File: src/hdl/cnn_pkg.sv
//******************************
// cnn package
// pixel, stream and window types, geometry and kernels.
//******************************
package cnn_pkg;

    typedef logic [7:0] pix_t;
    typedef logic signed [4:0] coef_t;
    typedef coef_t [2:0][2:0] kernel_t;
    typedef logic signed [17:0] acc_t;

    typedef struct packed {
        logic valid;
        logic sop;
        logic eop;
        logic sof;
        logic eof;
        pix_t data;
    } stream_t;

    // row 0 is the oldest line, column 0 the oldest pixel.
    typedef struct packed {
        logic            valid;
        logic            sop;
        logic            eop;
        logic            sof;
        logic            eof;
        pix_t [2:0][2:0] pix;
    } window_t;

    typedef enum logic [1:0] {
        WIN_IDLE,
        WIN_FILL,
        WIN_RUN
    } win_state_e;

    localparam int IN_LINE_LEN = 12;
    localparam int L0_CONV_LEN = IN_LINE_LEN - 2;
    localparam int L1_LINE_LEN = L0_CONV_LEN / 2;

    localparam pix_t PIX_MAX = 8'd255;

    // smoothing, gain of 16.
    localparam kernel_t KERNEL_L0 = '{'{5'sd1, 5'sd2, 5'sd1},
                                      '{5'sd2, 5'sd4, 5'sd2},
                                      '{5'sd1, 5'sd2, 5'sd1}};
    localparam int SHIFT_L0 = 4;

    // edge detect, sums to zero.
    localparam kernel_t KERNEL_L1 = '{'{-5'sd1, -5'sd1, -5'sd1},
                                      '{-5'sd1, 5'sd8, -5'sd1},
                                      '{-5'sd1, -5'sd1, -5'sd1}};
    localparam int SHIFT_L1 = 0;

endpackage

File: src/hdl/cnn_top.sv
//******************************
// cnn top
// two convolution layers on a pixel stream.
//******************************
`timescale 1ns/1ps

module cnn_top (
    input  logic             clk,
    input  logic             rst_n_i,
    input  cnn_pkg::stream_t stream_i,
    output cnn_pkg::stream_t stream_o
);
    import cnn_pkg::*;

    window_t win0;
    stream_t conv0;
    stream_t pool0;
    window_t win1;

    // layer 0.
    line_window #(
        .line_len (IN_LINE_LEN)
    ) u_win0 (
        .clk      (clk),
        .rst_n_i  (rst_n_i),
        .pix_i    (stream_i),
        .win_o    (win0)
    );

    conv3x3_relu #(
        .kernel   (KERNEL_L0),
        .shift    (SHIFT_L0)
    ) u_conv0 (
        .clk      (clk),
        .rst_n_i  (rst_n_i),
        .win_i    (win0),
        .pix_o    (conv0)
    );

    max_pool2x2 #(
        .line_len (L0_CONV_LEN)
    ) u_pool0 (
        .clk      (clk),
        .rst_n_i  (rst_n_i),
        .pix_i    (conv0),
        .pix_o    (pool0)
    );

    // layer 1 has no pooling.
    line_window #(
        .line_len (L1_LINE_LEN)
    ) u_win1 (
        .clk      (clk),
        .rst_n_i  (rst_n_i),
        .pix_i    (pool0),
        .win_o    (win1)
    );

    conv3x3_relu #(
        .kernel   (KERNEL_L1),
        .shift    (SHIFT_L1)
    ) u_conv1 (
        .clk      (clk),
        .rst_n_i  (rst_n_i),
        .win_i    (win1),
        .pix_o    (stream_o)
    );

endmodule

File: src/hdl/conv3x3_relu.sv
//******************************
// 3x3 convolution
// multiply-accumulate, shift and clamp to pixel range.
//******************************
`timescale 1ns/1ps

module conv3x3_relu #(
    parameter cnn_pkg::kernel_t kernel = cnn_pkg::KERNEL_L0,
    parameter int               shift  = cnn_pkg::SHIFT_L0
) (
    input  logic             clk,
    input  logic             rst_n_i,
    input  cnn_pkg::window_t win_i,
    output cnn_pkg::stream_t pix_o
);
    import cnn_pkg::*;

    acc_t       prod_q [3][3];
    // valid, sop, eop, sof, eof.
    logic [4:0] mark_q;
    acc_t       sum;
    acc_t       scaled;
    pix_t       clamped;

    // stage 1 products.
    always_ff @(posedge clk) begin
        if (win_i.valid) begin
            for (int r = 0; r < 3; r++) begin
                for (int c = 0; c < 3; c++) begin
                    prod_q[r][c] <= acc_t'($signed({1'b0, win_i.pix[r][c]})) *
                                    acc_t'(kernel[r][c]);
                end
            end
        end
        if (!rst_n_i) begin
            mark_q <= '0;
        end else begin
            mark_q <= {win_i.valid, win_i.sop, win_i.eop, win_i.sof, win_i.eof};
        end
    end

    always_comb begin
        sum = '0;
        for (int r = 0; r < 3; r++) begin
            for (int c = 0; c < 3; c++) begin
                sum = sum + prod_q[r][c];
            end
        end
        scaled = sum >>> shift;
        if (scaled < 0) begin
            clamped = '0;
        end else if (scaled > acc_t'(PIX_MAX)) begin
            clamped = PIX_MAX;
        end else begin
            clamped = scaled[7:0];
        end
    end

    // stage 2 sum and relu.
    always_ff @(posedge clk) begin
        pix_o.data <= clamped;
        if (!rst_n_i) begin
            pix_o.valid <= 1'b0;
            pix_o.sop   <= 1'b0;
            pix_o.eop   <= 1'b0;
            pix_o.sof   <= 1'b0;
            pix_o.eof   <= 1'b0;
        end else begin
            pix_o.valid <= mark_q[4];
            pix_o.sop   <= mark_q[3];
            pix_o.eop   <= mark_q[2];
            pix_o.sof   <= mark_q[1];
            pix_o.eof   <= mark_q[0];
        end
    end

endmodule

File: src/hdl/line_window.sv
//******************************
// line window
// builds 3x3 pixel windows from a raster stream.
//******************************
`timescale 1ns/1ps

module line_window #(
    parameter int line_len = 12
) (
    input  logic             clk,
    input  logic             rst_n_i,
    input  cnn_pkg::stream_t pix_i,
    output cnn_pkg::window_t win_o
);
    import cnn_pkg::*;

    // two lines back and one line back.
    pix_t line_buf0 [line_len];
    pix_t line_buf1 [line_len];

    logic [$clog2(line_len)-1:0] col_q;
    logic [$clog2(line_len)-1:0] cur_col;
    logic [1:0]                  line_q;
    win_state_e                  state_q;
    logic                        first_q;
    logic                        run_start;
    logic                        in_run;
    logic                        win_vld;

    assign cur_col = pix_i.sop ? '0 : col_q;

    // third line of the frame begins.
    assign run_start = pix_i.valid && pix_i.sop && !pix_i.sof &&
                       (state_q == WIN_FILL) && (line_q == 2'd1);
    assign in_run    = ((state_q == WIN_RUN) && !pix_i.sof) || run_start;
    assign win_vld   = pix_i.valid && in_run && (cur_col >= 2);

    always_ff @(posedge clk) begin
        if (!rst_n_i) begin
            state_q <= WIN_IDLE;
            col_q   <= '0;
            line_q  <= '0;
            first_q <= 1'b0;
        end else if (pix_i.valid) begin
            col_q <= cur_col + 1'b1;
            if (pix_i.sof) begin
                state_q <= WIN_FILL;
                line_q  <= '0;
                first_q <= 1'b1;
            end else begin
                if (pix_i.sop && line_q != 2'd2) begin
                    line_q <= line_q + 1'b1;
                end
                if (run_start) begin
                    state_q <= WIN_RUN;
                end else if (state_q == WIN_RUN && pix_i.eof) begin
                    state_q <= WIN_IDLE;
                end
                if (win_vld) begin
                    first_q <= 1'b0;
                end
            end
        end
    end

    always_ff @(posedge clk) begin
        if (pix_i.valid) begin
            line_buf0[cur_col] <= line_buf1[cur_col];
            line_buf1[cur_col] <= pix_i.data;
            for (int r = 0; r < 3; r++) begin
                win_o.pix[r][0] <= win_o.pix[r][1];
                win_o.pix[r][1] <= win_o.pix[r][2];
            end
            win_o.pix[0][2] <= line_buf0[cur_col];
            win_o.pix[1][2] <= line_buf1[cur_col];
            win_o.pix[2][2] <= pix_i.data;
        end
        if (!rst_n_i) begin
            win_o.valid <= 1'b0;
            win_o.sop   <= 1'b0;
            win_o.eop   <= 1'b0;
            win_o.sof   <= 1'b0;
            win_o.eof   <= 1'b0;
        end else begin
            win_o.valid <= win_vld;
            win_o.sop   <= win_vld && (cur_col == 2);
            win_o.eop   <= win_vld && pix_i.eop;
            win_o.sof   <= win_vld && first_q;
            win_o.eof   <= win_vld && pix_i.eof;
        end
    end

    a_eop_col: assert property (@(posedge clk) disable iff (!rst_n_i)
        pix_i.valid && pix_i.eop |-> cur_col == line_len - 1)
        else $error("line_window: eop away from the last column");

    a_mark_vld: assert property (@(posedge clk) disable iff (!rst_n_i)
        (pix_i.sop || pix_i.eop || pix_i.sof || pix_i.eof) |-> pix_i.valid)
        else $error("line_window: marker without valid");

endmodule

File: src/hdl/max_pool2x2.sv
//******************************
// 2x2 max pooling
// maximum over non-overlapping 2x2 blocks.
//******************************
`timescale 1ns/1ps

module max_pool2x2 #(
    parameter int line_len = 10
) (
    input  logic             clk,
    input  logic             rst_n_i,
    input  cnn_pkg::stream_t pix_i,
    output cnn_pkg::stream_t pix_o
);
    import cnn_pkg::*;

    // pair maxima of the even line.
    pix_t half_buf [line_len/2];

    pix_t                        hold_q;
    logic [$clog2(line_len)-1:0] col_q;
    logic [$clog2(line_len)-1:0] cur_col;
    logic [$clog2(line_len)-2:0] pair_idx;
    logic                        odd_line_q;
    logic                        cur_odd_line;
    logic                        first_q;
    pix_t                        pair_max;
    pix_t                        blk_max;
    logic                        out_vld;

    function automatic pix_t max2(input pix_t a, input pix_t b);
        return (a > b) ? a : b;
    endfunction

    if ((line_len % 2) != 0) begin : g_len_chk
        $error("max_pool2x2: line_len must be even");
    end

    assign cur_col      = pix_i.sop ? '0 : col_q;
    assign pair_idx     = cur_col[$clog2(line_len)-1:1];
    assign cur_odd_line = pix_i.sof ? 1'b0 : (pix_i.sop ? ~odd_line_q : odd_line_q);
    assign pair_max     = max2(hold_q, pix_i.data);
    assign blk_max      = max2(half_buf[pair_idx], pair_max);
    assign out_vld      = pix_i.valid && cur_odd_line && cur_col[0];

    always_ff @(posedge clk) begin
        if (!rst_n_i) begin
            col_q      <= '0;
            odd_line_q <= 1'b0;
            first_q    <= 1'b0;
        end else if (pix_i.valid) begin
            col_q      <= cur_col + 1'b1;
            odd_line_q <= cur_odd_line;
            if (pix_i.sof) begin
                first_q <= 1'b1;
            end else if (out_vld) begin
                first_q <= 1'b0;
            end
        end
    end

    always_ff @(posedge clk) begin
        if (pix_i.valid) begin
            if (!cur_col[0]) begin
                hold_q <= pix_i.data;
            end else if (!cur_odd_line) begin
                half_buf[pair_idx] <= pair_max;
            end
        end
        if (out_vld) begin
            pix_o.data <= blk_max;
        end
        if (!rst_n_i) begin
            pix_o.valid <= 1'b0;
            pix_o.sop   <= 1'b0;
            pix_o.eop   <= 1'b0;
            pix_o.sof   <= 1'b0;
            pix_o.eof   <= 1'b0;
        end else begin
            pix_o.valid <= out_vld;
            pix_o.sop   <= out_vld && (cur_col == 1);
            pix_o.eop   <= out_vld && pix_i.eop;
            pix_o.sof   <= out_vld && first_q;
            pix_o.eof   <= out_vld && pix_i.eof;
        end
    end

    a_eop_odd: assert property (@(posedge clk) disable iff (!rst_n_i)
        pix_i.valid && pix_i.eop |-> cur_col[0])
        else $error("max_pool2x2: eop on an even column");

endmodule

File: config.mk
export PLATFORM = sky130hd
export DESIGN_NAME = cnn_top
export DESIGN_NICKNAME = d
export VERILOG_FILES = /design/src/hdl/cnn_pkg.sv /design/src/hdl/cnn_top.sv /design/src/hdl/conv3x3_relu.sv /design/src/hdl/line_window.sv /design/src/hdl/max_pool2x2.sv
export SDC_FILE = /design/constraint.sdc
export NUM_CORES = 1
export LEC_CHECK = 0
export BUFFER_PORTS_ARGS = -buffer_cell sky130_fd_sc_hd__clkbuf_2
export CAP_MARGIN = 20
export CELL_PAD_IN_SITES_DETAIL_PLACEMENT = 1
export CELL_PAD_IN_SITES_GLOBAL_PLACEMENT = 2
export CORE_MARGIN = 2
export CORE_UTILIZATION = 53
export CTS_BUF_LIST = sky130_fd_sc_hd__clkbuf_4 sky130_fd_sc_hd__clkbuf_8
export DETAILED_ROUTE_END_ITERATION = 10
export PLACE_DENSITY = 0.88
export SETUP_SLACK_MARGIN = 0.3
export SYNTH_ARGS = -nofsm -noshare
export SYNTH_HDL_FRONTEND = slang
export SYNTH_SLANG_ARGS = --single-unit
File: constraint.sdc
create_clock -name clk -period 11.78 [get_ports clk]
set_input_delay 1.178 -clock clk [delete_from_list [all_inputs] [get_ports clk]]
set_output_delay 1.178 -clock clk [all_outputs]
set_load 0.01 [all_outputs]
==> impl_metrics.yaml, run 1 <==
power_and_ir_drop:
  switchingPower_mw: 1.111
  p_seq_share_pct: 55.2
  peakVddDrop_mv: 0.1162
  pwr-share-clk_pct: 42.9
  p_sw_share_pct: 21.03
  p_comb_share_pct: 1.9
  p_leak_nw: 13.13
  pwr_density_cell_nw_per_um2: 145.4
  p_int_mw: 4.171
  p_total_mw: 5.282
floorplanning:
  dieHeight_um: 252.3
  start_util_pct: 53.26
  io_pins: 28
  die-area_um2: 63670
  die_w_um: 252.3
  coreArea_um2: 61370
  fp-row-count: 91
logic_synthesis:
  synth_commonest_cells: "edfxtp_1 (672), inv_1 (268), nand2_1 (199), fa_1 (155), ha_1 (84)"
  ys_async_sr_fraction_pct: 0
  syn_area_um2: 32680
  ys_types: 68
  yosysMostFrequentCell: "edfxtp_1"
  synth_top_area_share_pct: 61.74
  ys_top_cells_by_area: "edfxtp_1 (62%), fa_1 (9.5%), dfxtp_1 (4.5%)"
  ys_seq_area_share_pct: 66.27
  yosys_warnings: 0
  synthCells: 2197
  synth_area_leader_cell: "edfxtp_1"
  synth_area_per_cell_um2: 14.88
  yosys_most_used_dff: "edfxtp_1"
  synth_seq_cells: 746
  synth_nets: 2451
  synth-edff-count: 672
run:
  drv_cap: 0
worst_setup_path:
  reg2regPathDepth: 16
  r2r-start: "u_conv1.prod_q[2][16]"
  reg2reg_to: "u_conv1.pix_o[7]"
  worst-path-stages: 16
  max_stage_delay_ns: 0.65
  regToRegSetupSlack_ns: 6.59
  cp.arrival_ns: 5.75
  crit_type: "flip-flop to flip-flop"
  critical_path.top_delay_family: "adder cells"
  crit_path_max_fanout: 8
  cp.required_ns: 12.34
  crit_path_top_delay_cell: "fa_1"
  path_buf_inv: 4
  cp_cell_sequence: "fa_1, inv_1, fa_1, inv_1, fa_1, inv_1, fa_1, inv_1, ha_1, a2111oi_0, a21oi_1, o211a_1, a21oi_1, a21oi_1, o311ai_4, a31oi_1"
  end_kind: "flip-flop"
  startpoint_type: "flip-flop"
sta:
  worst_slack_ns: 6.586
  rsz0062_at_grt: "no"
  fin_hold_ws_ns: 0.4102
  tns_ns: 0
  slew_viol_final: 0
  period_minus_slack_ns: 5.194
  finClkSkew_ns: 0.03657
  setup_viol: 0
  fin_crit_sh_pct: 44.09
  slew_headroom_pct: 21.15
  tightest_slew_ns: 1.183
  fmax_ghz: 0.1925
  hold_violations: 0
cts:
  cts_resized: 0
  root_buffer: "clkbuf_8"
  clk-insertion-delay-late_ns: 0.73
  htree_num_levels: 3
  cts_buffers: 117
  clk_pin_slew_worst_paths_ns: 0.06
  tritoncts: "yes"
  cts_sinks: 746
  clk_path_buf_depth: 3
  post_cts_buffers: 0
  cts_hold_buf: 0
layout:
  area_growth_pct: 11.15
  stdcell_count: 3209
  drive_gt1_share_pct: 13.81
  fin_nets: 2570
grt:
  grt_usage_pct: 24.03
  grt_pass1_vias: 19990
  grt_max_degree: 80
  grt.overflow.total: 0
  grt_pass1_wl_um: 115200
  grt_antenna_before_repair: 3
place:
  gp_congestion: 0.8210
  dp.cells: 2984
  place.port_buffers: 27
  hpwl_um: 50320
  post-place-ws_ns: 6.574
detailed_routing:
  drt-wirelength-per-cell_um: 23.07
  wl_um: 74040
  ant_nets: 0
  top_layer: "met5"
  wl_met1_um: 29340
  route.detailed.drc: 0
  drtIter0Drc: 1183
  vias: 17830
  dr_wl_met2_um: 39780
  dr_wl_met3_um: 2917
  via_per_inst: 5.556
  first_pass_iters: 5
worst_hold_path:
  hold_path_class: "flip-flop to flip-flop"
  hp-start: "u_win0.win_o[52]"
  holdPathStages: 0
  min_to: "u_conv0.prod_q[2][22]"
status:
  status: "finished, final reports clean"
power by group through the flow:
stage          Sequential [mW]  Combinational, mW  Clock (mW)
2_1_floorplan             2.96             0.0589           0
3_3_place_gp              2.97             0.0947           0
3_5_place_dp              2.97              0.101           0
4_1_cts                   2.92              0.102        2.31
5_1_grt                   2.92              0.109        2.41
6_report                  2.92              0.101        2.26
area by class of cell:
cell class | count | area (um^2)
Multi-Input combinational cell | 1120 | 9776
Antenna cell | 1 | 2.502
Clock inverter | 46 | 296.5
Clock buffer | 175 | 2158
Fill cell | 5715 | 25040
Inverter | 270 | 1013
Sequential cell | 746 | 21670
Tap cell | 790 | 988.4
Timing Repair Buffer | 61 | 421.7
metrics by stage:
stage | instance area, um^2 | util (%)
6_report | 36330 | 59.19
2_1_floorplan | 32680 | -
5_1_grt | 36330 | 59.19
4_1_cts | 36270 | 59.11
3_5_place_dp | 33820 | 55.11
3_3_place_gp | 33800 | 55.07
layout by cell type (no fill, tap or decap), drive strengths merged, types with 63 or more instances in the layout:
cell / count
clkbuf: 201
fa: 155
dfxtp: 74
nor2: 66
edfxtp: 672
o21ai: 63
a21oi: 79
ha: 84
nand2: 199
inv: 271
state kept, by name (all words and copies together) (netlist names), 13 cells and up:
register,cells
u_conv1.prod_q,128
u_win0.line_buf1,96
u_win0.win_o,77
u_win1.line_buf1,40
u_win0.line_buf0,96
u_pool0.pix_o,13
u_conv0.prod_q,72
u_conv1.pix_o,13
u_conv0.pix_o,13
u_win1.line_buf0,40
u_pool0.half_buf,40
u_win1.win_o,77
worst reg2reg max path, stage by stage (launching register included):
cell and delay, ns:
edfxtp_1 0.40, fa_1 0.65, inv_1 0.09, fa_1 0.54, inv_1 0.06, fa_1 0.57, inv_1 0.08, fa_1 0.53
inv_1 0.04, ha_1 0.38, a2111oi_0 0.46, a21oi_1 0.13, o211a_1 0.21, a21oi_1 0.26, a21oi_1 0.11, o311ai_4 0.36
a31oi_1 0.17
cell families (layout without fill, tap and decap cells):
group	count (synthesis)	after routing	synth area share, %
xor gates and xnor gates	66	66	1.769
muxes	82	82	3.254
adders and majority gates	239	239	12.71
other	0	1	0
DFF	746	746	66.27
buffers and inverters	331	552	3.886
and+or+nand+nor	474	474	6.914
AOI/OAI and AO/OA	259	259	5.195
how the worst max path moves through the flow:
stage	end	from	slack, ns
2_1_floorplan	u_conv1.pix_o[0]	u_conv1.prod_q[2][16]	7.10
3_3_place_gp	u_conv1.pix_o[3]	u_conv1.prod_q[2][16]	6.82
3_5_place_dp	u_conv1.pix_o[7]	u_conv1.prod_q[2][16]	6.57
4_1_cts	u_conv1.pix_o[7]	u_conv1.prod_q[2][16]	6.55
5_1_grt	u_conv1.pix_o[7]	u_conv1.prod_q[2][16]	6.31
6_report	u_conv1.pix_o[7]	u_conv1.prod_q[2][16]	6.59
layer usage:
layer  up-vias  GRT usage [%]
li1       8035              -
met1      9226          29.03
met2       418          43.42
met3       146          3.759
met4         4          9.163
met5         -              0
Power figures use the tool's default switching activity.
==> run 2: changes to the inputs <==
--- a/config.mk
+++ b/config.mk
@@ -10,10 +10,10 @@
 export CELL_PAD_IN_SITES_DETAIL_PLACEMENT = 1
 export CELL_PAD_IN_SITES_GLOBAL_PLACEMENT = 2
 export CORE_MARGIN = 2
-export CORE_UTILIZATION = 53
+export CORE_UTILIZATION = 49
 export CTS_BUF_LIST = sky130_fd_sc_hd__clkbuf_4 sky130_fd_sc_hd__clkbuf_8
 export DETAILED_ROUTE_END_ITERATION = 10
-export PLACE_DENSITY = 0.88
+export PLACE_DENSITY = 0.82
 export SETUP_SLACK_MARGIN = 0.3
 export SYNTH_ARGS = -nofsm -noshare
 export SYNTH_HDL_FRONTEND = slang
==> constraint.sdc (replaced) <==
create_clock -name clk -period 5 [get_ports clk]
set_input_delay 0.5 -clock clk [delete_from_list [all_inputs] [get_ports clk]]
set_output_delay 0.5 -clock clk [all_outputs]
set_load 0.01 [all_outputs]
==> run 2 against run 1 <==
Against the previous run:
- wire length fell by 3.8%
- combinational power grew 130%
- count of clock-buffer cells in the layout is 14 lower
- power rose by 130%
- register-to-register slack lost 6.3 ns
- design area increased by 0.34%
- cell count increased by 2.5%
- clock power is 120% higher
- die area increased by 8.0%
- core utilization shrank 3.9 points
==> impl_metrics.yaml, run 2 (same netlist as run 1, synthesis figures left out) <==
status:
  status: "finished, final reports clean"
worst_setup_path:
  startpoint_type: "flip-flop"
  crit_top_cell: "fa_1"
  cp.required_ns: 5.64
  crit_path_max_fanout: 8
  crit_path_top_delay_cell: "fa_1"
  cp.arrival_ns: 5.36
  cp_cell_sequence: "fa_1, inv_1, fa_1, inv_2, fa_1, inv_2, fa_1, inv_1, ha_4, a2111o_1, o2111ai_1, nand2_1, o211ai_2, o311ai_4, a31oi_1"
  end_kind: "flip-flop"
  crit_type: "flip-flop to flip-flop"
  max_stage_delay_ns: 0.55
cts:
  cts_sinks: 746
  root_buffer: "clkbuf_8"
  clk_path_buf_depth: 3
  htree_num_levels: 3
  clk-insertion-delay-late_ns: 0.73
  tritoncts: "yes"
  cts_buffers: 117
  clk_pin_slew_worst_paths_ns: 0.07
  cts_hold_buf: 0
place:
  dp.cells: 3061
  hpwl_um: 48370
  place.port_buffers: 27
  gp_congestion: 0.8013
sta:
  tightest_slew_ns: 1.140
  period_minus_slack_ns: 4.714
  finClkSkew_ns: 0.02721
  slew_headroom_pct: 24.02
  fmax_ghz: 0.2121
  slew_viol_final: 0
  hold_violations: 0
  fin_crit_sh_pct: 94.27
  setup_viol: 0
  tns_ns: 0
  rsz0062_at_grt: "yes"
run:
  drv_cap: 0
layout:
  area_growth_pct: 11.53
  final_common_cell: "edfxtp_1"
  largest_reg_flops: 128
  drive_gt1_share_pct: 15.06
  stdcell_count: 3289
  top_register: "u_conv1.prod_q"
  mostFrequentLayoutCells: "edfxtp_1 (672), inv_1 (261), nand2_1 (199)"
  top_regs: "u_conv1.prod_q: 128 flops, u_win0.line_buf0: 96 flops, u_win0.line_buf1: 96 flops"
  fin_nets: 2579
detailed_routing:
  vias: 17490
  route.detailed.drc: 0
  first_pass_iters: 5
  drt-wirelength-per-cell_um: 21.66
  via_per_inst: 5.317
  ant_nets: 0
  wl_um: 71240
  drtIter0Drc: 1052
power_and_ir_drop:
  p_seq_share_pct: 56.5
  peakVddDrop_mv: 0.2764
  switchingPower_mw: 2.581
  pwr-share-clk_pct: 41.7
  p_sw_share_pct: 21.19
  p_leak_nw: 13.09
  pwr_density_cell_nw_per_um2: 334.1
  p_comb_share_pct: 1.9
  p_int_mw: 9.599
grt:
  grt_max_degree: 74
  grt_pass1_wl_um: 110700
  grt_antenna_before_repair: 3
  grt.overflow.total: 0
  grt_pass1_vias: 19630
  grt_usage_pct: 20.90
floorplanning:
  coreArea_um2: 65860
  io_pins: 28
  die_w_um: 262.3
  die-area_um2: 68780
  fp-row-count: 94
  dieHeight_um: 262.3
  start_util_pct: 49.62
worst_hold_path:
  hold_path_class: "primary input to flip-flop"
==> run 2: cell types whose count changed in the layout (fill, tap and decap cells not counted), moves of 5 or more <==
| cell | delta |
|---|---|
| a21oi_1 | -5 |
| buf_4 | +11 |
| clkbuf_8 | -17 |
| clkinv_2 | +5 |
| ha_1 | -7 |
| ha_2 | +5 |
| inv_1 | -7 |
| inv_2 | +7 |
==> run 2: cell type report <==
type	instances	area, um^2
Clock buffer	161	1947
Fill cell	6291	29410
Inverter	270	1013
Tap cell	864	1081
Clock inverter	57	362.8
Multi-Input combinational cell	1120	9908
Sequential cell	746	21670
Timing Repair Buffer	70	465.4
Antenna cell	1	2.502
==> run 2: worst paths after layout <==
path                                            start                     to  slack [ns]  depth (start not counted)
worst min register to register       u_win0.win_o[52]  u_conv0.prod_q[2][22]        0.41                          0
worst max register to register  u_conv1.prod_q[1][26]       u_conv1.pix_o[0]        0.29                         15
worst max-delay path            u_conv1.prod_q[1][26]       u_conv1.pix_o[0]        0.29                         15
worst min-delay path                     stream_i[10]       u_win0.win_o[74]        0.11                          2
==> run 2: stage by stage <==
step / hold WS (ns) / worst slack (ns) / util (%) / area (um^2) / total power [mW]
floorplan: 0.4003 / 0.3247 / - / 32680 / 7.119
finish: 0.1150 / 0.2863 / 55.34 / 36450 / 12.18
global route: 0.06296 / 0.1458 / 55.34 / 36450 / 12.60
CTS: 0.04465 / 0.3063 / 55.15 / 36330 / 12.32
detailed placement: 0.4063 / -0.1001 / 51.52 / 33930 / 7.239
global placement: 0.4004 / 0.08804 / 51.52 / 33930 / 7.225
==> run 2: worst max-delay path, delay by kind of cell (launching register included) <==
kind            cells  cell delay [ns]
buf+inv             4             0.22
fa+ha+maj           5             2.37
flops               1             0.40
compound gates      5             1.45
simple gates        1             0.19
==> run 2: timing repair <==
item / CTS / global route
endpoints found under the setup margin: 8 / 8
buffers inserted: 5 / 1
pin swaps: 23 / 27
resized for setup: 17 / 22
==> run 2: metal layers <==
| layer | share of wire (%) | GRT usage, % | wire [um] |
|---|---|---|---|
| met5 | 0.032 | 0 | 23 |
| met4 | 2.5 | 6.880 | 1772 |
| met3 | 3.8 | 3.745 | 2736 |
| met2 | 53 | 37.41 | 37770 |
| met1 | 41 | 25.57 | 28940 |
==> run 2: power groups by stage <==
| stage | registers (mW) | logic, mW | clock network (mW) |
|---|---|---|---|
| finish | 6.88 | 0.230 | 5.07 |
| CTS | 6.88 | 0.235 | 5.21 |
| global placement | 7.00 | 0.224 | 0 |
| global route | 6.88 | 0.253 | 5.47 |
| detailed placement | 7.01 | 0.233 | 0 |
| floorplan | 6.98 | 0.139 | 0 |
